===== src/rv_isa_pkg.sv =====
// rv64i isa encodings
package rv_isa_pkg;

    localparam int xlen      = 64;          // gpr and pc width
    localparam int reg_idx_w = 5;

    typedef logic [reg_idx_w-1:0] reg_idx_t;  // x0..x31

    // bit positions inside the 32-bit word
    localparam int rd_lsb     = 7;
    localparam int funct3_lsb = 12;
    localparam int rs1_lsb    = 15;
    localparam int rs2_lsb    = 20;
    localparam int funct7_lsb = 25;

    localparam logic [6:0] funct7_base     = 7'b0000000;  // add, srl, sll
    localparam logic [6:0] funct7_alt      = 7'b0100000;  // sub, sra
    localparam logic [2:0] funct3_bad_load = 3'b111;      // unused load slot in rv64

    // major opcode, inst[6:0]
    typedef enum logic [6:0] {
        LOAD      = 7'b0000011,
        STORE     = 7'b0100011,
        BRANCH    = 7'b1100011,
        JALR      = 7'b1100111,
        JAL       = 7'b1101111,
        OP_IMM    = 7'b0010011,
        OP_IMM_32 = 7'b0011011,
        OP        = 7'b0110011,
        OP_32     = 7'b0111011,
        LUI       = 7'b0110111,
        AUIPC     = 7'b0010111
    } major_op_e;

    // immediate layout picked by the decoder
    typedef enum logic [2:0] {
        IMM_I,
        IMM_S,
        IMM_B,
        IMM_U,
        IMM_J
    } imm_fmt_e;

    // one code per kept instruction, zero is the illegal marker
    typedef enum logic [5:0] {
        OP_ILLEGAL,
        OP_ADD,   OP_SUB,   OP_SLL,   OP_SLT,   OP_SLTU,   // reg-reg
        OP_XOR,   OP_SRL,   OP_SRA,   OP_OR,    OP_AND,
        OP_ADDW,  OP_SUBW,  OP_SLLW,  OP_SRLW,  OP_SRAW,   // 32-bit reg-reg
        OP_ADDI,  OP_SLTI,  OP_SLTIU, OP_XORI,  OP_ORI,    // reg-imm
        OP_ANDI,  OP_SLLI,  OP_SRLI,  OP_SRAI,
        OP_ADDIW, OP_SLLIW, OP_SRLIW, OP_SRAIW,             // 32-bit reg-imm
        OP_LB,    OP_LH,    OP_LW,    OP_LD,               // loads
        OP_LBU,   OP_LHU,   OP_LWU,
        OP_SB,    OP_SH,    OP_SW,    OP_SD,               // stores
        OP_BEQ,   OP_BNE,   OP_BLT,   OP_BGE,              // branches
        OP_BLTU,  OP_BGEU,
        OP_JAL,   OP_JALR,  OP_LUI,   OP_AUIPC
    } rv_op_e;

endpackage


===== src/decode_pkg.sv =====
// decode stage packet types
package decode_pkg;
    import rv_isa_pkg::*;

    localparam int inst_w  = 32;   // instruction word
    localparam int num_gpr = 32;   // register file entries

    // what fetch hands over, 96 bits
    typedef struct packed {
        logic [xlen-1:0]   pc;
        logic [inst_w-1:0] inst;
    } fetch_packet_t;

    // decoder result, 10 bits
    typedef struct packed {
        rv_op_e   op;
        imm_fmt_e fmt;
        logic     uses_rs2;     // rs2 is a real source
    } decode_info_t;

    // operands sent to execute, 192 bits
    typedef struct packed {
        logic [xlen-1:0] src_a;  // gpr[rs1]
        logic [xlen-1:0] src_b;  // gpr[rs2]
        logic [xlen-1:0] imm;    // sign-extended
    } operands_t;

endpackage


===== src/fetch_queue.sv =====
// fetch packet fifo
`timescale 1ns/1ns
module fetch_queue import decode_pkg::*; #(
    parameter int QUEUE_DEPTH = 16,
    parameter int ALMOST_FULL = 12
) (
    input  logic          clk,
    input  logic          reset,
    input  logic          flush,        // drop all entries
    input  logic          push,
    input  fetch_packet_t push_pkt,
    input  logic          pop,
    output fetch_packet_t head_pkt,     // oldest entry
    output logic          empty,
    output logic          almost_full   // upstream ready is its inverse
);
    localparam int ptr_w = $clog2(QUEUE_DEPTH);
    localparam int cnt_w = $clog2(QUEUE_DEPTH + 1);

    fetch_packet_t    mem [QUEUE_DEPTH];
    logic [ptr_w-1:0] wr_ptr;
    logic [ptr_w-1:0] rd_ptr;
    logic [cnt_w-1:0] count;            // entries held
    logic             full;

    // wrap for any depth, not only powers of two
    function automatic logic [ptr_w-1:0] next_ptr(input logic [ptr_w-1:0] ptr);
        return (ptr == ptr_w'(QUEUE_DEPTH - 1)) ? '0 : ptr + 1'b1;
    endfunction

    always_ff @(posedge clk) begin
        if (reset || flush) begin
            wr_ptr <= '0;
            rd_ptr <= '0;
            count  <= '0;
        end else begin
            if (push) begin
                wr_ptr <= next_ptr(wr_ptr);
            end
            if (pop) begin
                rd_ptr <= next_ptr(rd_ptr);
            end
            case ({push, pop})
                2'b10:   count <= count + 1'b1;
                2'b01:   count <= count - 1'b1;
                default: count <= count;          // idle, or push and pop together
            endcase
        end
    end

    always_ff @(posedge clk) begin
        if (push) begin
            mem[wr_ptr] <= push_pkt;
        end
    end

    assign head_pkt    = mem[rd_ptr];           // first-word fall-through
    assign empty       = (count == '0);
    assign full        = (count == cnt_w'(QUEUE_DEPTH));
    assign almost_full = (count >= cnt_w'(ALMOST_FULL));

    // fetch must respect ready_in, and the slot pops only what is there
    assert property (@(posedge clk) disable iff (reset || flush) push |-> !full);
    assert property (@(posedge clk) disable iff (reset || flush) pop |-> !empty);

endmodule


===== config.mk =====
export PLATFORM = sky130hd
export DESIGN_NAME = fetch_queue
export DESIGN_NICKNAME = d
export VERILOG_FILES = /design/src/rv_isa_pkg.sv /design/src/decode_pkg.sv /design/src/fetch_queue.sv
export SDC_FILE = /design/constraint.sdc
export NUM_CORES = 1
export LEC_CHECK = 0
export BUFFER_PORTS_ARGS = -buffer_cell sky130_fd_sc_hd__clkbuf_2
export CORE_MARGIN = 3
export CORE_UTILIZATION = 50
export CTS_CLUSTER_SIZE = 28
export DETAILED_ROUTE_END_ITERATION = 16
export PLACE_DENSITY = 0.66
export RECOVER_POWER = 50
export SETUP_SLACK_MARGIN = 0.05
export SKIP_CTS_REPAIR_TIMING = 1
export SYNTH_ARGS = -nofsm -noshare
export SYNTH_HDL_FRONTEND = slang
export SYNTH_SLANG_ARGS = --single-unit
export TNS_END_PERCENT = 30

===== constraint.sdc =====
create_clock -name clk -period 9.8 [get_ports clk]
set_input_delay 1.47 -clock clk [delete_from_list [all_inputs] [get_ports clk]]
set_output_delay 1.47 -clock clk [all_outputs]
set_load 0.005 [all_outputs]

==> flow_summary_export.csv <==
group,metric,value,unit
timing,max_slew_margin,-59.2,%
run,drv_cap,2,
synth,ys_ff_latch,1553,
timing,fin_crit,5.34,ns
critical_path,crit_arrival,3.87,ns
layout,fillerInstances,8272,
critical_path,start_kind,"register",
critical_path,cp_slowest_cell,"dfxtp_4",
critical_path,end_kind,"output pin",
global_route,grt_max_degree,144,
detailed_routing,drtIter0Drc,3032,
critical_path,slowest_delay,0.65,ns
synth,synth_top_area_share,79.1,%
global_route,grt_pass1_vias,28600,
die,initial_utilization,50.7,%
synth,yosysTopAreaCell,"edfxtp_1",
clocking,ctsHtreeMaxLevel,4,
critical_path,critical_path.max_fanout,101,
power_and_ir_drop,total_power,13.5,mW
placement,port-buffer-count,198,
layout,stdcell_count,4378,
critical_path,cp.required,8.33,ns
global_route,overflow,0,
hold_path,hp-class,"reg -> reg",
synth,yosys_most_used_dff,"edfxtp_1",
timing,worstMarginPinSlew,2.39,ns
detailed_routing,wl_per_cell,30.3,µm
detailed_routing,num_vias,27000,
clocking,numCtsBuffers,158,
timing,worst_clock_skew,0.0174,ns
layout,drive_above_1_share,26.7,%
layout,multi_input_area,11200,µm²
detailed_routing,drc,0,
clocking,cts_sinks,1553,
die,die_w,348,µm
synth,syn_inst,2458,
synth,ys_types,39,
synth,synth_edf_count,1536,
synth,synth_area,58300,µm²
layout,regArea,46500,µm²
power_and_ir_drop,p_per_area,205,nW/µm²
global_route,grt_pass1_wl,193000,µm
layout,final_nets,2843,
clocking,cts_tree,"yes",
clocking,clk_latency,0.74,ns
global_route,antenna_found_initial,21,
layout,areaGrowthSynthToFinish,12.8,%
die,die_area,121000,µm²
synth,synth_warnings,0,
placement,hpwl,64100,µm
timing,holdWs,0.535,ns
timing,fin_crit_sh,54.5,%
placement,placed_cells,4085,
power_and_ir_drop,ir_worst_vdd,0.000161,V
synth,yosysMostFrequentCell,"edfxtp_1",
synth,syn_nets,2568,
global_route,track_usage,22.2,%
synth,yosys-top-cells-area,"edfxtp_1, mux4_2, a22oi_1",
synth,yosys-top-cells-count,"edfxtp_1, mux4_2, a22oi_1",
timing,hold_viol_final,0,
clocking,cts_buffer_depth,3,
detailed_routing,dr.pass1.iters,5,
synth,seq_area_frac_synth,79.7,%
synth,avgSynthCellArea,23.7,µm²
layout,final_core_util,57.2,%
detailed_routing,antenna_left,0,
clocking,root_buffer,"clkbuf_16",
detailed_routing,wirelength,132000,µm
critical_path,r2r_slack,5.95,ns
timing,tns,0,ns
synth,ys_async_sr_fraction,0,%
detailed_routing,viasPerCell,6.18,
critical_path,crit_chain,"buf_12, buf_4, mux4_2, a22oi_1, nand2_1, clkbuf_2",
clocking,clkTransAtPathRegs,0.06,ns
placement,gp_congestion,0.726,
die,io_pins,199,
timing,finalSetupViolCount,0,
timing,max_freq,187,MHz
die,core_area,115000,µm²
power_and_ir_drop,p_leak,20.3,nW
timing,slew_violations,42,
status,status,"finished with violations",
status,violations,"capacitance limit, slew limit",
die,die_h,348,µm
timing,rsz0062_at_grt,"false",
critical_path,criticalPathCategory,"reg -> out",
die,rows,124,
cells in the final DEF, fill, tap and decap left out, types with 3 or more instances in the layout:
cell type,instances
ha_1,9
clkbuf_16,163
and2_0,6
o21ai_0,4
bufinv_16,9
clkinvlp_4,5
buf_12,4
inv_1,4
clkbuf_1,127
mux4_2,384
a22oi_1,192
nand3_1,5
nor2_1,10
inv_16,3
clkinv_2,23
mux2i_1,3
diode_2,11
buf_4,45
nand2_1,102
a21oi_1,7
clkinv_1,41
dfxtp_1,15
nor3b_1,4
clkbuf_2,100
clkinv_8,3
and2_4,11
edfxtp_1,1536
xor2_1,4
power breakdown:
group	internal (mW)	switching (mW)	leakage, nW	total [mW]
combinational	0.166	0.247	3.92	0.413
sequential	7.34	0.0161	14.0	7.36
clock	3.29	2.43	2.41	5.72
total	10.8	2.70	20.3	13.5
critical path, delay by kind of cell (launching register included):
kind / cells / cell delay (ns)
AO/OA/AOI/OAI: 1 / 0.21
AND/OR/NAND/NOR: 1 / 0.16
buffers and inverters: 3 / 1.31
multiplexers: 1 / 0.55
flip-flops: 1 / 0.65
routing by layer:
metal	GRT usage (%)	vias up	wire length (µm)
met5	0	-	91
met4	6.78	12	3260
met3	4.55	223	10600
met2	36.0	1134	66200
met1	30.8	14500	52300
li1	-	11100	-
logic make-up (layout without fill, tap and decap cells):
group,count (synthesis),after routing,synth area share (%)
AOI/OAI and AO/OA,209,209,2.65
muxes,388,388,14.9
and+or+nand+nor,157,157,1.21
xor gates and xnor gates,6,6,0.0901
buffers and inverters,136,533,1.29
adders and majority gates,9,9,0.193
other,0,11,0
DFF,1553,1553,79.7
worst paths after layout:
check,start,end,cells after the start
min,wr_ptr[3]$_SDFFE_PP0P_,wr_ptr[3]$_SDFFE_PP0P_,2
min reg2reg,wr_ptr[3]$_SDFFE_PP0P_,wr_ptr[3]$_SDFFE_PP0P_,2
max reg2reg,wr_ptr[0]$_SDFFE_PP0P_,mem[15][64]$_DFFE_PP_,3
max,register,head_pkt[45],6
metrics by stage:
step / cell area, µm² / setup WS, ns
2_1_floorplan: 58300 / 5.26
4_1_cts: 65900 / 4.35
3_3_place_gp: 61000 / 5.23
6_report: 65800 / 4.46
5_1_grt: 65800 / 4.13
3_5_place_dp: 61000 / 5.17
state kept, by name, indices dropped and copies added (netlist names), named ones only:
| signal | count |
|---|---|
| mem | 1536 |
| count | 5 |
| rd_ptr | 4 |
| wr_ptr | 4 |
final cells by class:
type                       count  share of cell area (%)
inverter                       4                  0.0228
antenna                       11                  0.0418
tap                         1512                    2.87
timing repair buffer         247                    1.95
clock inverter                90                    1.16
multi-input combinational    769                    17.0
sequential                  1553                    70.6
clock buffer                 192                    6.36
Power figures use the tool's default switching activity.
