--- src/rv_isa_pkg.sv ---
// rv64i isa encodings
package rv_isa_pkg;

    localparam int xlen      = 64;          // gpr and pc width
    localparam int reg_idx_w = 5;

    typedef logic [reg_idx_w-1:0] reg_idx_t;  // x0..x31

    // bit positions inside the 32-bit word
    localparam int rd_lsb     = 7;
    localparam int funct3_lsb = 12;
    localparam int rs1_lsb    = 15;
    localparam int rs2_lsb    = 20;
    localparam int funct7_lsb = 25;

    localparam logic [6:0] funct7_base     = 7'b0000000;  // add, srl, sll
    localparam logic [6:0] funct7_alt      = 7'b0100000;  // sub, sra
    localparam logic [2:0] funct3_bad_load = 3'b111;      // unused load slot in rv64

    // major opcode, inst[6:0]
    typedef enum logic [6:0] {
        LOAD      = 7'b0000011,
        STORE     = 7'b0100011,
        BRANCH    = 7'b1100011,
        JALR      = 7'b1100111,
        JAL       = 7'b1101111,
        OP_IMM    = 7'b0010011,
        OP_IMM_32 = 7'b0011011,
        OP        = 7'b0110011,
        OP_32     = 7'b0111011,
        LUI       = 7'b0110111,
        AUIPC     = 7'b0010111
    } major_op_e;

    // immediate layout picked by the decoder
    typedef enum logic [2:0] {
        IMM_I,
        IMM_S,
        IMM_B,
        IMM_U,
        IMM_J
    } imm_fmt_e;

    // one code per kept instruction, zero is the illegal marker
    typedef enum logic [5:0] {
        OP_ILLEGAL,
        OP_ADD,   OP_SUB,   OP_SLL,   OP_SLT,   OP_SLTU,   // reg-reg
        OP_XOR,   OP_SRL,   OP_SRA,   OP_OR,    OP_AND,
        OP_ADDW,  OP_SUBW,  OP_SLLW,  OP_SRLW,  OP_SRAW,   // 32-bit reg-reg
        OP_ADDI,  OP_SLTI,  OP_SLTIU, OP_XORI,  OP_ORI,    // reg-imm
        OP_ANDI,  OP_SLLI,  OP_SRLI,  OP_SRAI,
        OP_ADDIW, OP_SLLIW, OP_SRLIW, OP_SRAIW,             // 32-bit reg-imm
        OP_LB,    OP_LH,    OP_LW,    OP_LD,               // loads
        OP_LBU,   OP_LHU,   OP_LWU,
        OP_SB,    OP_SH,    OP_SW,    OP_SD,               // stores
        OP_BEQ,   OP_BNE,   OP_BLT,   OP_BGE,              // branches
        OP_BLTU,  OP_BGEU,
        OP_JAL,   OP_JALR,  OP_LUI,   OP_AUIPC
    } rv_op_e;

endpackage

--- src/decode_pkg.sv ---
// decode stage packet types
package decode_pkg;
    import rv_isa_pkg::*;

    localparam int inst_w  = 32;   // instruction word
    localparam int num_gpr = 32;   // register file entries

    // what fetch hands over, 96 bits
    typedef struct packed {
        logic [xlen-1:0]   pc;
        logic [inst_w-1:0] inst;
    } fetch_packet_t;

    // decoder result, 10 bits
    typedef struct packed {
        rv_op_e   op;
        imm_fmt_e fmt;
        logic     uses_rs2;     // rs2 is a real source
    } decode_info_t;

    // operands sent to execute, 192 bits
    typedef struct packed {
        logic [xlen-1:0] src_a;  // gpr[rs1]
        logic [xlen-1:0] src_b;  // gpr[rs2]
        logic [xlen-1:0] imm;    // sign-extended
    } operands_t;

endpackage

--- src/load_use_hazard.sv ---
// load-use interlock
`timescale 1ns/1ns
module load_use_hazard import rv_isa_pkg::*, decode_pkg::*; (
    input  logic              slot_valid,
    input  logic [inst_w-1:0] slot_inst,   // instruction in decode
    input  logic              uses_rs2,
    input  logic              ex_valid,
    input  logic [inst_w-1:0] ex_inst,     // instruction in execute
    output logic              block        // hold decode one more cycle
);
    reg_idx_t ex_rd;
    reg_idx_t rs1;
    reg_idx_t rs2;
    logic     ex_load;
    logic     rs1_hit;
    logic     rs2_hit;

    assign ex_rd = ex_inst[rd_lsb +: reg_idx_w];
    assign rs1   = slot_inst[rs1_lsb +: reg_idx_w];
    assign rs2   = slot_inst[rs2_lsb +: reg_idx_w];

    // any rv64 load, data shows up after execute
    assign ex_load = (ex_inst[6:0] == LOAD) &&
                     (ex_inst[funct3_lsb +: 3] != funct3_bad_load);

    assign rs1_hit = (ex_rd == rs1);
    assign rs2_hit = uses_rs2 && (ex_rd == rs2);   // only when rs2 is read

    // x0 never carries a dependency
    assign block = slot_valid && ex_valid && ex_load && (ex_rd != '0) &&
                   (rs1_hit || rs2_hit);

endmodule

--- config.mk ---
export PLATFORM = sky130hd
export DESIGN_NAME = load_use_hazard
export DESIGN_NICKNAME = d
export VERILOG_FILES = /design/src/rv_isa_pkg.sv /design/src/decode_pkg.sv /design/src/load_use_hazard.sv
export SDC_FILE = /design/constraint.sdc
export NUM_CORES = 1
export LEC_CHECK = 0
export ABC_AREA = 0
export ABC_CLOCK_PERIOD_IN_PS = 1100
export BUFFER_PORTS_ARGS = -buffer_cell sky130_fd_sc_hd__buf_2
export CAP_MARGIN = 25
export CORE_AREA = 5 5 42 44
export DETAILED_ROUTE_END_ITERATION = 8
export DIE_AREA = 0 0 47 49
export GPL_ROUTABILITY_DRIVEN = 0
export GPL_TIMING_DRIVEN = 0
export PLACE_DENSITY = 0.7
export REMOVE_ABC_BUFFERS = 1
export SLEW_MARGIN = 20
export SYNTH_ARGS = -nofsm -noshare
export SYNTH_HDL_FRONTEND = slang
export SYNTH_SLANG_ARGS = --single-unit
--- constraint.sdc ---
create_clock -name vclk -period 1.1
set_clock_uncertainty 0.15 [all_clocks]
set_input_delay 0.11 -clock vclk [all_inputs]
set_output_delay 0.11 -clock vclk [all_outputs]
set_load 0.05 [all_outputs]
==> metrics.csv, run 1 <==
metric,value,unit
worst path arrival time,1270,ps
Total Routed Length,699,um
PortBufs,29,
ranking of synthesized cells by area,"xor2_1 39%, xnor2_1 17%, a221oi_2 9.5%, nor4_1 7.9%, nand3_1 6.3%",
FP Rows,14,
outcome,finished with violations,
GRT Util Overall,0.0596,
Setup Viol. Count Final,1,
final net count,119,
fin cells,66,
cell count after synthesis,21,
max-cap violations,0,
post-synthesis sequential area ratio,0,
"Cell Area, Placed",323,sq um
switching share of power,0.371,
clkbuf count,0,
Core Area,1400,sq um
synthesis-to-layout area growth,129,%
CP max stage cell,nor4_1,
Crit path max-delay family,simple AND/OR/NAND/NOR gates,
"commonest non-fill, non-tap cells in the layout","23 x buf_2, 7 x xor2_1, 6 x buf_6",
CP Buf/Inv Count,2,
min Tclk post-route,1530,ps
via count,272,
Slew Limit Fails,0,
Post-DP HPWL,659,um
register area,0,sq um
Avg WL per Cell,10.6,um
Hold Crit Class,input port to output port,
combinational share of power,1.000,
Reg power frac,0,
final instance area,360,sq um
"Max FO, Critical Path",1,
Power per Cell Area,301,nW/um^2
Die Ht,49,um
RSZ-0062 raised after global routing,yes,
Antenna Nets Post-Route,0,
Initial Util,0.112,
dpl cells,66,
post-synth top area share,0.389,
leak pwr,0.000172,uW
FF+latch count,0,
yosys synthesis warning count,0,
critical-path cell list,buf_6 > xor2_1 > nor4_1 > nand3_1 > a221oi_2 > buf_6,
Via-to-Cell Ratio,4.12,
WS Path Type,input port to output port,
pin count of the biggest net entering global routing,4,
crit-path max cell delay,300,ps
die width,47,um
final period utilization,1.39,
CP endpoint kind,output port,
peak supply drop,84.2,uV
Clk pwr share,0,
Max Fclk,653,MHz
die area,2300,sq um
Max-slew headroom,0.820,
# IOs,68,
initial antenna violation count,0,
drt pass-1 iters,1,
final hold viol count,0,
CP Launch Type,input port,
setup bufs post-CTS,0,
Final Util,0.257,
"commonest non-fill, non-tap cell in the layout",buf_2,
worst hold slack,442,ps
first-pass GRT wire length,1.06,mm
worst path required time,840,ps
final worst slack,-432,ps
fraction of layout cells with a size suffix above 1,0.600,
post-layout total power,108,uW
vias in the first global route,277,
DRC violation count after routing,0,
Worst Tran Pin Value,267,ps
# fillers,159,
# hold bufs at CTS,0,
Yosys top cell by area,xor2_1,
Unique masters post-synth,10,
post-synthesis average cell area,7.51,sq um
failing checks,setup timing,
Psw,40.2,uW
P_int,68.1,uW
GRT overflow,0,
area of the mapped netlist,158,sq um
cell mode on critical path,buf_6,
Starting DRT DRC Count,0,
n_diodes,0,
## logic make-up after synthesis
logic type,count (synthesis),synth area share
AOI/OAI and AO/OA,2,0.151
xor gates and xnor gates,10,0.556
and+or+nand+nor,9,0.294
## Yosys cell counts
master    number
xnor2_1        3
nor2_1         1
a311oi_1       1
nand3_1        2
nor4_1         2
nand4_1        1
nor3_1         2
xor2_1         7
a221oi_2       1
nand2_1        1
## power groups by stage
stage                     clock network, uW  logic (uW)  registers, uW
after floorplan                           0        34.5              0
final                                     0         108              0
after detailed placement                  0        99.3              0
after global placement                    0        97.6              0
after CTS                                 0         111              0
after global routing                      0         121              0
## path summary, 6_finish.rpt
path                 startpoint     to  slack, ps  depth (start not counted)
hold / removal         ex_valid  block        440                          4
setup / recovery  slot_inst[24]  block       -430                          6
## timing repair
action,CTS,global route
resized for setup,10,0
endpoints found under the setup margin,1,1
pin swaps,5,0
gates cloned,0,0
## per-layer routing
metal / share of wire / vias to the layer above / GRT usage
li1: - / 137 / -
met1: 0.41 / 106 / 0.0826
met2: 0.37 / 29 / 0.0973
met3: 0.22 / 0 / 0.0148
met4: 0 / 0 / 0
met5: 0 / - / 0
## area by class of cell
type,instances,area [sq um],share of cell area
repair buffers,29,183,0.507
well taps,16,20.0,0.0556
multi-input cells,21,158,0.437
## per-stage QoR
stage / TNS, ps / setup WS [ps]
2_1_floorplan: -579 / -579
3_3_place_gp: -620 / -620
3_5_place_dp: -614 / -614
4_1_cts: -459 / -459
5_1_grt: -487 / -487
6_report: -432 / -432
(Power assumes the default switching activity.)
==> run 2, diff against run 1 <==
--- a/config.mk
+++ b/config.mk
@@ -14,6 +14,7 @@
 export DIE_AREA = 0 0 47 49
 export GPL_ROUTABILITY_DRIVEN = 0
 export GPL_TIMING_DRIVEN = 0
+export MAX_ROUTING_LAYER = met4
 export PLACE_DENSITY = 0.7
 export REMOVE_ABC_BUFFERS = 1
 export SLEW_MARGIN = 20
==> metrics.csv, run 2 (synthesized netlist as in run 1, its figures left out) <==
metric,value,unit,change
synthesis-to-layout area growth,129,%,unchanged
first-pass GRT wire length,1.06,mm,unchanged
Avg WL per Cell,10.6,um,+0.14%
clkbuf count,0,,unchanged
CP endpoint kind,output port,,
Via-to-Cell Ratio,4.12,,unchanged
# fillers,159,,unchanged
Total Routed Length,700,um,+0.14%
"commonest non-fill, non-tap cells in the layout","23 x buf_2, 7 x xor2_1, 6 x buf_6",,
leak pwr,0.000172,uW,unchanged
outcome,finished with violations,,
Crit. Startpoint,slot_inst[24],,
final worst slack,-431,ps,+0.966 ps
Starting DRT DRC Count,0,,unchanged
critical path depth,6,,unchanged
cell mode on critical path,buf_6,,
Initial Util,0.112,,unchanged
"Max FO, Critical Path",1,,unchanged
final hold viol count,0,,unchanged
setup bufs post-CTS,0,,unchanged
GRT overflow,0,,unchanged
WS Path Type,input port to output port,,
CP Buf/Inv Count,2,,unchanged
min Tclk post-route,1530,ps,-0.966 ps
Core Area,1400,sq um,unchanged
RSZ-0062 raised after global routing,yes,,
PortBufs,29,,unchanged
die area,2300,sq um,unchanged
worst path arrival time,1270,ps,about the same
FP Rows,14,,unchanged
Slew Limit Fails,0,,unchanged
via count,272,,unchanged
Multi-input gate area,158,sq um,unchanged
fin cells,66,,unchanged
Power per Cell Area,301,nW/um^2,about the same
Max-slew headroom,0.820,,unchanged
DP Worst Slack,-614,ps,unchanged
Crit path max-delay family,simple AND/OR/NAND/NOR gates,,
pin count of the biggest net entering global routing,4,,unchanged
die width,47,um,unchanged
crit-path max cell delay,300,ps,about the same
DRC violation count after routing,0,,unchanged
CP max stage cell,nor4_1,,
Setup Viol. Count Final,1,,unchanged
failing checks,setup timing,,
dpl cells,66,,unchanged
n_diodes,0,,unchanged
Max Fclk,653,MHz,about the same
Die Ht,49,um,unchanged
FF+latch count,0,,unchanged
final period utilization,1.39,,about the same
fraction of layout cells with a size suffix above 1,0.600,,unchanged
CP Launch Type,input port,,
Worst Tran Pin Value,267,ps,unchanged
max-cap violations,0,,unchanged
Antenna Nets Post-Route,0,,unchanged
drt pass-1 iters,1,,unchanged
register area,0,sq um,unchanged
# hold bufs at CTS,0,,unchanged
# IOs,68,,unchanged
Post-DP HPWL,659,um,unchanged
worst path required time,840,ps,about the same
GRT Util Overall,0.0612,,+0.00150
Hold Crit Class,input port to output port,,
"commonest non-fill, non-tap cell in the layout",buf_2,,
final net count,119,,unchanged
peak supply drop,84.2,uV,about the same
initial antenna violation count,0,,unchanged
Worst Setup EP,block,,
critical-path cell list,buf_6 > xor2_1 > nor4_1 > nand3_1 > a221oi_2 > buf_6,,
vias in the first global route,277,,unchanged
## run 2: cell counts in the layout (fill, tap and decap cells not counted)
No cell type changed its count.
## run 2: per-stage QoR
stage	TNS [ps]	hold WS, ps	area [sq um]	power (uW)	util
after floorplan	-579	242	158	34.5	-
final	-431	442	360	108	0.257
after global placement	-620	500	323	97.6	0.230
after detailed placement	-614	501	323	99.3	0.230
after global routing	-487	469	360	121	0.257
after CTS	-459	451	360	111	0.257
## run 2: power by group
part / leakage, uW / switching (uW) / internal [uW]
Sequential: 0 / 0 / 0
Combinational: 0.000172 / 40.3 / 68.2
Clock: 0 / 0 / 0
## run 2: routing by layer
metal / vias to the layer above / wire length (um) / GRT usage
met5: - / 0 / -
met3: 0 / 139 / 0.00369
li1: 137 / - / -
met4: 0 / 0 / 0
met1: 106 / 303 / 0.0891
met2: 29 / 257 / 0.0973
## run 2: worst min-delay path by stage
stage             start     to  slack, ps  cells after the start
2_1_floorplan  ex_valid  block        240                      2
3_3_place_gp   ex_valid  block        500                      4
3_5_place_dp   ex_valid  block        500                      4
4_1_cts        ex_valid  block        450                      4
5_1_grt        ex_valid  block        470                      4
6_report       ex_valid  block        440                      4
## run 2: area by class of cell
cell class / instances / share of cell area
repair buffers: 29 / 0.507
multi-input cells: 21 / 0.437
well taps: 16 / 0.0556
## run 2: tightest hold or removal path, cell delays in order
cell and delay (ps):
buf_2 100, nand4_1 80, a221oi_2 50, buf_6 150
## run 2: what timing repair did
item	CTS	global route
pin swaps	5	0
gates resized for setup	10	0
hold endpoints to repair	0	0
endpoints found under the setup margin	1	1
