<file path="src/rv_isa_pkg.sv">
// rv64i isa encodings
package rv_isa_pkg;

    localparam int xlen      = 64;          // gpr and pc width
    localparam int reg_idx_w = 5;

    typedef logic [reg_idx_w-1:0] reg_idx_t;  // x0..x31

    // bit positions inside the 32-bit word
    localparam int rd_lsb     = 7;
    localparam int funct3_lsb = 12;
    localparam int rs1_lsb    = 15;
    localparam int rs2_lsb    = 20;
    localparam int funct7_lsb = 25;

    localparam logic [6:0] funct7_base     = 7'b0000000;  // add, srl, sll
    localparam logic [6:0] funct7_alt      = 7'b0100000;  // sub, sra
    localparam logic [2:0] funct3_bad_load = 3'b111;      // unused load slot in rv64

    // major opcode, inst[6:0]
    typedef enum logic [6:0] {
        LOAD      = 7'b0000011,
        STORE     = 7'b0100011,
        BRANCH    = 7'b1100011,
        JALR      = 7'b1100111,
        JAL       = 7'b1101111,
        OP_IMM    = 7'b0010011,
        OP_IMM_32 = 7'b0011011,
        OP        = 7'b0110011,
        OP_32     = 7'b0111011,
        LUI       = 7'b0110111,
        AUIPC     = 7'b0010111
    } major_op_e;

    // immediate layout picked by the decoder
    typedef enum logic [2:0] {
        IMM_I,
        IMM_S,
        IMM_B,
        IMM_U,
        IMM_J
    } imm_fmt_e;

    // one code per kept instruction, zero is the illegal marker
    typedef enum logic [5:0] {
        OP_ILLEGAL,
        OP_ADD,   OP_SUB,   OP_SLL,   OP_SLT,   OP_SLTU,   // reg-reg
        OP_XOR,   OP_SRL,   OP_SRA,   OP_OR,    OP_AND,
        OP_ADDW,  OP_SUBW,  OP_SLLW,  OP_SRLW,  OP_SRAW,   // 32-bit reg-reg
        OP_ADDI,  OP_SLTI,  OP_SLTIU, OP_XORI,  OP_ORI,    // reg-imm
        OP_ANDI,  OP_SLLI,  OP_SRLI,  OP_SRAI,
        OP_ADDIW, OP_SLLIW, OP_SRLIW, OP_SRAIW,             // 32-bit reg-imm
        OP_LB,    OP_LH,    OP_LW,    OP_LD,               // loads
        OP_LBU,   OP_LHU,   OP_LWU,
        OP_SB,    OP_SH,    OP_SW,    OP_SD,               // stores
        OP_BEQ,   OP_BNE,   OP_BLT,   OP_BGE,              // branches
        OP_BLTU,  OP_BGEU,
        OP_JAL,   OP_JALR,  OP_LUI,   OP_AUIPC
    } rv_op_e;

endpackage

</file>
<file path="src/decode_pkg.sv">
// decode stage packet types
package decode_pkg;
    import rv_isa_pkg::*;

    localparam int inst_w  = 32;   // instruction word
    localparam int num_gpr = 32;   // register file entries

    // what fetch hands over, 96 bits
    typedef struct packed {
        logic [xlen-1:0]   pc;
        logic [inst_w-1:0] inst;
    } fetch_packet_t;

    // decoder result, 10 bits
    typedef struct packed {
        rv_op_e   op;
        imm_fmt_e fmt;
        logic     uses_rs2;     // rs2 is a real source
    } decode_info_t;

    // operands sent to execute, 192 bits
    typedef struct packed {
        logic [xlen-1:0] src_a;  // gpr[rs1]
        logic [xlen-1:0] src_b;  // gpr[rs2]
        logic [xlen-1:0] imm;    // sign-extended
    } operands_t;

endpackage

</file>
<file path="src/issue_slot.sv">
// decode pipeline register
`timescale 1ns/1ns
module issue_slot import decode_pkg::*; (
    input  logic          clk,
    input  logic          reset,
    input  logic          flush,         // branch redirect
    input  logic          advance,       // slot may load a new packet
    input  logic          queue_empty,
    input  fetch_packet_t head_pkt,
    input  logic          valid_in,
    input  fetch_packet_t in_pkt,
    output logic          pop,           // head moves into the slot
    output logic          slot_valid,
    output fetch_packet_t slot_pkt
);
    // queued packets are older, they always go first
    assign pop = advance && !queue_empty;

    always_ff @(posedge clk) begin
        if (reset || flush) begin
            slot_valid <= 1'b0;
        end else if (advance) begin
            slot_valid <= !queue_empty || valid_in;   // bypass when queue is dry
        end
    end

    always_ff @(posedge clk) begin
        if (advance) begin
            slot_pkt <= queue_empty ? in_pkt : head_pkt;
        end
    end

    // only a valid packet is ever held, an empty slot always refills
    assert property (@(posedge clk) disable iff (reset || flush)
        !advance |-> slot_valid);

endmodule

</file>
<file path="config.mk">
export PLATFORM = sky130hd
export DESIGN_NAME = issue_slot
export DESIGN_NICKNAME = d
export VERILOG_FILES = /design/src/rv_isa_pkg.sv /design/src/decode_pkg.sv /design/src/issue_slot.sv
export SDC_FILE = /design/constraint.sdc
export NUM_CORES = 1
export LEC_CHECK = 0
export BUFFER_PORTS_ARGS = -buffer_cell sky130_fd_sc_hd__buf_4
export CAP_MARGIN = 20
export CORE_AREA = 2 2 116 118
export DETAILED_ROUTE_END_ITERATION = 12
export DIE_AREA = 0 0 118 120
export PLACE_DENSITY = 0.68
export SETUP_SLACK_MARGIN = 0.3
export SYNTH_ARGS = -nofsm -noshare
export SYNTH_HDL_FRONTEND = slang
export SYNTH_SLANG_ARGS = --single-unit
</file>
<file path="constraint.sdc">
create_clock -name clk -period 2.7 [get_ports clk]
set_clock_uncertainty 0.15 [all_clocks]
set_input_delay 0.405 -clock clk [delete_from_list [all_inputs] [get_ports clk]]
set_output_delay 0.405 -clock clk [all_outputs]
set_load 0.1 [all_outputs]
</file>
==> results of run 1 <==
[Yosys cell counts]
master	count
nor2b_1	1
nor4_1	1
nor2_1	1
and3b_1	1
buf_2	7
edfxtp_1	96
dfxtp_1	1
mux2_2	77
buf_6	4
mux2_4	19
[stage by stage]
| stage | worst slack, ps | instance area, um2 |
|---|---|---|
| finish | 1050 | 6860 |
| global route | 1010 | 6860 |
| CTS | 1040 | 6860 |
| detailed placement | 774 | 6590 |
| global placement | 815 | 6590 |
| floorplan | 541 | 4160 |
[state kept, by name, indices dropped and copies added (netlist names)]
| signal | cells |
|---|---|
| slot_pkt | 96 |
| slot_valid | 1 |
[power groups by stage]
stage / clock [uW] / sequential [uW] / combinational, uW
2_1_floorplan: 0 / 2880 / 171
3_3_place_gp: 0 / 1880 / 1640
3_5_place_dp: 0 / 1890 / 1650
4_1_cts: 1280 / 1860 / 1650
5_1_grt: 1330 / 1870 / 1690
6_report: 1230 / 1860 / 1640
[layout make-up]
type                       count  area (um2)  area share [%]
clock buffer                  10         229            3.34
timing repair buffer         299        2280            33.3
clock inverter                 6        48.8           0.711
tap                          176         220            3.21
multi-input combinational    100        1180            17.2
sequential                    97        2900            42.3
[how the worst min path moves through the flow]
stage | from | to | slack [ps] | cells after the start
after global placement | slot_valid | slot_valid | 330 | 2
after floorplan | flush | slot_valid | 330 | 1
after CTS | flush | slot_valid | 70 | 2
after detailed placement | slot_valid | slot_valid | 380 | 2
final | flush | slot_valid | 80 | 2
after global routing | flush | slot_valid | 60 | 2
[per-layer routing]
layer / track usage [%] / vias up
li1: - / 1420
met1: 16.9 / 1407
met2: 27.9 / 175
met3: 5.80 / 16
met4: 7.83 / 0
met5: 0 / -
[logic make-up (layout without fill, tap and decap cells)]
family / count (synthesis) / in the layout
buffers and inverters: 11 / 315
and+or+nand+nor: 4 / 4
DFF: 97 / 97
muxes: 96 / 96
[cell usage in the layout, fill, tap and decap left out, drive strengths merged]
| master | n |
|---|---|
| mux2 | 96 |
| clkbuf | 10 |
| nor4 | 1 |
| clkinv | 5 |
| nor2b | 1 |
| buf | 299 |
| and3b | 1 |
| nor2 | 1 |
| bufinv | 1 |
| dfxtp | 1 |
| edfxtp | 96 |
==> impl_metrics.tcl, run 1 <==
set metrics [dict create \
    crit_type "in2out" \
    switchingPower_uw 1740 \
    whs_ps 78.9 \
    grt_max_degree 61 \
    grt_pass1_wl_um 17000 \
    drt-pass1-iter-count 4 \
    die_width_um 118 \
    rsz0062_at_grt "no" \
    ant_nets 0 \
    worstMarginPinSlew_ps 511 \
    drc 0 \
    report.final.slew_viol_count 0 \
    final_layout_size_suffix_gt1_share_pct 79.3 \
    utilization_pct 52.9 \
    fin_nets 705 \
    crit_cells 3 \
    netlist_instances 208 \
    synth_adder_area_share_pct 0 \
    cts-resized-gates 0 \
    rows 42 \
    crit_chain "buf_4 -> nor2b_2 -> buf_4" \
    dr.first_iter.drc_count 140 \
    synth_mux_area_share_pct 27.7 \
    fin_crit_ps 1650 \
    r2r-end "slot_valid" \
    dpl.hpwl_um 8670 \
    irDropWorstVdd_v 0.000307 \
    grt_pass1_vias 3247 \
    synth_area_leader_cell "edfxtp_1" \
    syn_avg_cell_area_um2 20.0 \
    synth_compound_area_share_pct 0 \
    yosysTopAreaCellShare_pct 69.3 \
    yosys.area_share.simple_pct 0.602 \
    cts_setup_buffers 0 \
    htreeDepth 3 \
    r2r_setup_slack_ps 1820 \
    internal_power_uw 2990 \
    wirelength_um 11300 \
    wl_met1_um 4010 \
    crit_arrival_ps 1100 \
    startpoint_type "input port" \
    syn_area_um2 4160 \
    synth_top_family_by_area "multiplexers" \
    r2r_cells 2 \
    syn_to_final_growth_pct 65.0 \
    die_y_um 120 \
    met3_length_um 1000 \
    n_fill_cell 1081 \
    overflow 0 \
    relSlewSlack_pct 65.9 \
    critPathSlowestCell "buf_4" \
    cts_sinks 97 \
    cp_max_fo 24 \
    crit_start "queue_empty" \
    pwr-share-seq_pct 39.3 \
    synth.distinct_cells 10 \
    gp_congestion 0.762 \
    critPathMostFrequentCell "buf_4" \
    status "finished clean" \
    powerDensity_nw_per_um2 689 \
    crit_path_end_kind "output port" \
    clock_latency_ps 340 \
    crit_required_ps 2140 \
    via_per_inst 4.39 \
    place_inst 672 \
    power_uw 4730 \
    antenna_found_initial 0 \
    critPathBufInv 2 \
    hold_path_class "in2reg" \
    final_cells 688 \
    ctsHoldBuffers 0 \
    clkTransAtPathRegs_ps 60 \
    grt_usage_pct 15.9 \
    hold_viol 0 \
    die_area_um2 14200 \
    ys_seq_elements 97 \
    ys_top_cells_by_area "edfxtp_1 69%, mux2_2 21%, mux2_4 6.9%" \
    p_comb_share_pct 34.7 \
    synthXorXnorAreaFrac_pct 0 \
    p_leak_uw 0.00300 \
    cts_buffers 9 \
    wl_met2_um 6020 \
    p_sw_share_pct 36.9 \
    synth_nets 406 \
    antenna_cells 0 \
    io_pins 296 \
    drv_cap 0 \
    yosysWarnings 0 \
    r2r-start "slot_valid" \
    cts_tree "yes" \
    fmax_mhz 604 \
    clockRootBuffer "clkbuf_16" \
    critical_path.max_stage_delay_ps 290 \
    tns_ps 0 \
    core_area_um2 13000 \
    critPathTopFamily "buffers and inverters" \
    top_layer_used "met4" \
    crit_path_end "pop" \
    start_util_pct 32.1 \
    setup_viol 0 \
    vias 3018 \
    wl_per_cell_um 16.4 \
    fin_crit_sh_pct 61.3 \
    p_clk_share_pct 26.1 \
    place.port_buffers 295 \
    clockBufferDepth 2 \
    ys_seq_area_share_pct 69.8 \
]
No activity file was read; power rests on OpenSTA's default activity.
==> run 2: changes to the inputs <==
--- a/config.mk
+++ b/config.mk
@@ -10,7 +10,7 @@
 export CORE_AREA = 2 2 116 118
 export DETAILED_ROUTE_END_ITERATION = 12
 export DIE_AREA = 0 0 118 120
-export PLACE_DENSITY = 0.68
+export PLACE_DENSITY = 0.7
 export SETUP_SLACK_MARGIN = 0.3
 export SYNTH_ARGS = -nofsm -noshare
 export SYNTH_HDL_FRONTEND = slang
==> constraint.sdc (replaced) <==
create_clock -name clk -period 1.4 [get_ports clk]
set_clock_uncertainty 0.15 [all_clocks]
set_input_delay 0.21 -clock clk [delete_from_list [all_inputs] [get_ports clk]]
set_output_delay 0.21 -clock clk [all_outputs]
set_load 0.1 [all_outputs]
==> impl_metrics.tcl, run 2 (same netlist as run 1, synthesis figures left out) <==
set metrics [dict create \
    n_fill_cell 1016 \
    irDropWorstVdd_v 0.000587 \
    final_common_cell "buf_4" \
    hold_path_class "in2reg" \
    vias 3047 \
    core_area_um2 13000 \
    ctsHoldBuffers 2 \
    via_per_inst 4.36 \
    htreeDepth 3 \
    grt_usage_pct 15.9 \
    overflow 0 \
    place.port_buffers 295 \
    crit_path_end_kind "output port" \
    die_area_um2 14200 \
    die_width_um 118 \
    top_register "slot_pkt" \
    crit_cells 1 \
    grt_max_degree 48 \
    report.final.slew_viol_count 0 \
    clkTransAtPathRegs_ps 60 \
    dr.first_iter.drc_count 91 \
    place_inst 678 \
    r2r-start "slot_valid" \
    r2r_setup_slack_ps 570 \
    antenna_found_initial 0 \
    critPathBufInv 1 \
    drv_cap 0 \
    die_y_um 120 \
    drc 0 \
    r2r_cells 2 \
    cp_max_fo 1 \
    critical_path.max_stage_delay_ps 420 \
    status "finished clean" \
    clock_latency_ps 340 \
    rsz0062_at_grt "yes" \
    crit_type "reg2out" \
    startpoint_type "register" \
    syn_to_final_growth_pct 79.1 \
    hold_viol 0 \
    antenna_cells 0 \
    critPathTopFamily "flip-flops" \
    crit_path_end "slot_pkt[38]" \
    gp_congestion 0.787 \
    worstMarginPinSlew_ps 265 \
    crit_start "slot_pkt[38]" \
    fmax_mhz 755 \
    final_cells 699 \
    grt_pass1_vias 3261 \
    start_util_pct 32.1 \
    p_leak_uw 0.00323 \
    tns_ps 0 \
    setup_slack_ps 75.0 \
    r2r-end "slot_valid" \
    dpl.hpwl_um 8610 \
    most-common-layout-cells "201 x buf_4, 96 x edfxtp_1, 95 x buf_6" \
    setup_viol 0 \
    critPathSlowestCell "edfxtp_1" \
    cts_sinks 97 \
    cts_buffers 9 \
    powerDensity_nw_per_um2 1290 \
    crit_chain "buf_6" \
    fin_crit_ps 1330 \
    fin_crit_sh_pct 94.6 \
    wl_per_cell_um 16.0 \
    largestRegisters "slot_pkt x96, slot_valid x1" \
    grt_pass1_wl_um 17100 \
    ant_nets 0 \
    clockRootBuffer "clkbuf_16" \
    dpl_worst_slack_ps -37.4 \
    crit_required_ps 1040 \
    largest_reg_flops 96 \
    relSlewSlack_pct 82.3 \
    rows 42 \
    clockBufferDepth 2 \
    drt-pass1-iter-count 4 \
    io_pins 296 \
    regArea_um2 2910 \
    cts_tree "yes" \
    multiInputGateArea_um2 1190 \
    crit_arrival_ps 970 \
    final_layout_size_suffix_gt1_share_pct 80.5 \
    wirelength_um 11200 \
    fin_nets 716 \
]
-- run 2: how the worst min path moves through the flow --
| stage | slack [ps] | cells past startpoint | from | endpoint |
|---|---|---|---|---|
| 2_1_floorplan | 130 | 1 | flush | slot_valid |
| 3_5_place_dp | 220 | 2 | reset | slot_valid |
| 6_report | 20 | 2 | in_pkt[82] | slot_pkt[82] |
| 5_1_grt | -2 | 2 | head_pkt[21] | slot_pkt[21] |
| 4_1_cts | 1 | 2 | head_pkt[88] | slot_pkt[88] |
| 3_3_place_gp | 220 | 2 | reset | slot_valid |
-- run 2: timing repair --
| item | 4_1_cts | 5_1_grt |
|---|---|---|
| hold endpoints to repair | 1 | 1 |
| setup buffers | 2 | 1 |
| endpoints found under the setup margin | 98 | 99 |
| gates resized for setup | 106 | 5 |
-- run 2: layer usage --
layer / GRT usage, % / up-vias / share of wire [%]
met5: 0 / - / 0
met4: 7.91 / 0 / 3.0
met3: 6.99 / 27 / 11
met2: 28.3 / 194 / 53
met1: 15.7 / 1386 / 33
li1: - / 1440 / -
-- run 2: per-stage QoR --
| stage | util (%) | power (uW) | hold slack (ps) | area [um2] |
|---|---|---|---|---|
| 2_1_floorplan | - | 5890 | 127 | 4190 |
| 3_3_place_gp | 51.3 | 6820 | 215 | 6660 |
| 3_5_place_dp | 51.3 | 6840 | 218 | 6660 |
| 4_1_cts | 57.2 | 9680 | 1.12 | 7420 |
| 5_1_grt | 57.4 | 9890 | -2.06 | 7450 |
| 6_report | 57.4 | 9600 | 17.2 | 7450 |
-- run 2: layout make-up --
cell class / instances / area share [%]
Clock buffer: 9 / 3.02
Clock inverter: 7 / 1.14
Multi-Input combinational cell: 100 / 16.0
Sequential cell: 97 / 39.0
Tap cell: 176 / 2.95
Timing Repair Buffer: 310 / 37.9
-- run 2: power by group --
part,leakage [uW],internal (uW),switching [uW]
clock,0.000150,1550,1040
sequential,0.000948,3510,123
combinational,0.00213,1110,2270
total,0.00323,6170,3430
==> run 3: changes to the inputs <==
--- a/config.mk
+++ b/config.mk
@@ -7,10 +7,11 @@
 export LEC_CHECK = 0
 export BUFFER_PORTS_ARGS = -buffer_cell sky130_fd_sc_hd__buf_4
 export CAP_MARGIN = 20
-export CORE_AREA = 2 2 116 118
+export CORE_AREA = 2 2 115 117
+export CTS_BUF_LIST = sky130_fd_sc_hd__clkbuf_4 sky130_fd_sc_hd__clkbuf_8
 export DETAILED_ROUTE_END_ITERATION = 12
-export DIE_AREA = 0 0 118 120
-export PLACE_DENSITY = 0.7
+export DIE_AREA = 0 0 117 119
+export PLACE_DENSITY = 0.71
 export SETUP_SLACK_MARGIN = 0.3
 export SYNTH_ARGS = -nofsm -noshare
 export SYNTH_HDL_FRONTEND = slang
==> impl_metrics.tcl, run 3 (same netlist as run 1, synthesis figures left out) <==
set metrics [dict create \
    status "complete, but fails checks" \
    violations "negative hold slack" \
    critPathSlowestCell "edfxtp_1" \
    vias 3211 \
    dpl.hpwl_um 9390 \
    fin_nets 728 \
    relSlewSlack_pct 78.6 \
    wl_per_cell_um 19.0 \
    wirelength_um 13500 \
    crit_path_end_kind "output port" \
    fin_crit_sh_pct 98.6 \
    multiInputGateArea_um2 1180 \
    clockRootBuffer "clkbuf_8" \
    drt-pass1-iter-count 4 \
    fin_crit_ps 1380 \
    cts_sinks 97 \
    setup_viol 0 \
    largest_reg_flops 96 \
    grt_usage_pct 18.9 \
    regArea_um2 2910 \
    critPathBufInv 1 \
    core_area_um2 12900 \
    final_common_cell "buf_4" \
    fmax_mhz 724 \
    overflow 0 \
    top_register "slot_pkt" \
    antenna_found_initial 0 \
    grt_pass1_wl_um 19200 \
    rsz0062_at_grt "yes" \
    crit_required_ps 1040 \
    ant_nets 0 \
    gp_congestion 0.781 \
    crit_arrival_ps 1020 \
    startpoint_type "register" \
    tns_ps 0 \
    grt_pass1_vias 3531 \
    cts_tree "yes" \
    top_layer_used "met4" \
    critPathTopFamily "flip-flops" \
    io_pins 296 \
    clockBufferDepth 2 \
    die_width_um 117 \
    powerDensity_nw_per_um2 1150 \
    dr.first_iter.drc_count 147 \
    dpl_worst_slack_ps -46.8 \
    crit_chain "buf_12" \
    drc 0 \
    clkTransAtPathRegs_ps 90 \
    p_leak_uw 0.00355 \
    die_y_um 119 \
    report.final.slew_viol_count 0 \
    via_per_inst 4.52 \
    grt_max_degree 32 \
    ctsHoldBuffers 3 \
    most-common-layout-cells "212 x buf_4, 98 x buf_12, 96 x edfxtp_1" \
    irDropWorstVdd_v 0.000570 \
    hold_viol 64 \
    power_uw 9430 \
    clock_latency_ps 360 \
    hold_path_class "in2reg" \
    start_util_pct 32.3 \
    drv_cap 0 \
    cts_buffers 9 \
    crit_type "reg2out" \
    whs_ps -16.9 \
    setup_slack_ps 19.6 \
    critical_path.max_stage_delay_ps 450 \
    syn_to_final_growth_pct 97.5 \
    cp_max_fo 1 \
    wl_met2_um 7510 \
    rows 42 \
    largestRegisters "slot_pkt x96, slot_valid x1" \
    place.port_buffers 295 \
    met3_length_um 1130 \
    final_layout_size_suffix_gt1_share_pct 80.6 \
    htreeDepth 3 \
    wl_met1_um 4550 \
    antenna_cells 0 \
    worstMarginPinSlew_ps 321 \
    n_fill_cell 916 \
    die_area_um2 13900 \
]
[run 3: cell count changes in the layout (fill, tap and decap cells not counted), moves of 2 or more]
cell       before  now
clkbuf_8        0    9
buf_4         201  212
buf_12          9   98
buf_8           3    1
clkbuf_16       9    2
buf_6          95    6
[run 3: path summary, 6_finish.rpt]
kind           startpoint           end  slack, ps  cells past startpoint
max reg2reg    slot_valid    slot_valid        540                      2
min            in_pkt[60]  slot_pkt[60]        -20                      2
min reg2reg    slot_valid    slot_valid        410                      2
max          slot_pkt[36]  slot_pkt[36]         20                      1
[run 3: cell type report]
class | count | share of cell area (%)
Clock buffer | 9 | 1.51
Clock inverter | 7 | 0.746
Multi-Input combinational cell | 100 | 14.4
Sequential cell | 97 | 35.4
Tap cell | 176 | 2.68
Timing Repair Buffer | 322 | 45.3
[run 3: power breakdown]
part / total [uW] / leakage [uW] / switching, uW / internal, uW
sequential: 3730 / 0.000948 / 217 / 3520
clock: 1800 / 0.0000978 / 992 / 809
combinational: 3900 / 0.00250 / 2320 / 1580
[run 3: per-stage QoR]
stage	std cells	hold WS (ps)	utilization [%]	cell area [um2]
2_1_floorplan	208	127	-	4190
3_3_place_gp	687	214	52.1	6710
3_5_place_dp	687	231	52.1	6710
4_1_cts	709	-45.5	63.3	8160
5_1_grt	711	-40.0	63.8	8220
6_report	711	-16.9	63.8	8220
[run 3: repair_timing]
action | 4_1_cts | 5_1_grt
hold endpoints to repair | 103 | 92
gates resized for setup | 291 | 3
setup endpoints to repair | 98 | 109
buffers inserted | 3 | 0
cloned | 0 | 2
[run 3: per-layer routing]
layer,vias to the layer above,GRT usage [%]
met4,0,8.68
met5,-,0
li1,1461,-
met1,1538,19.2
met3,22,4.58
met2,190,35.5
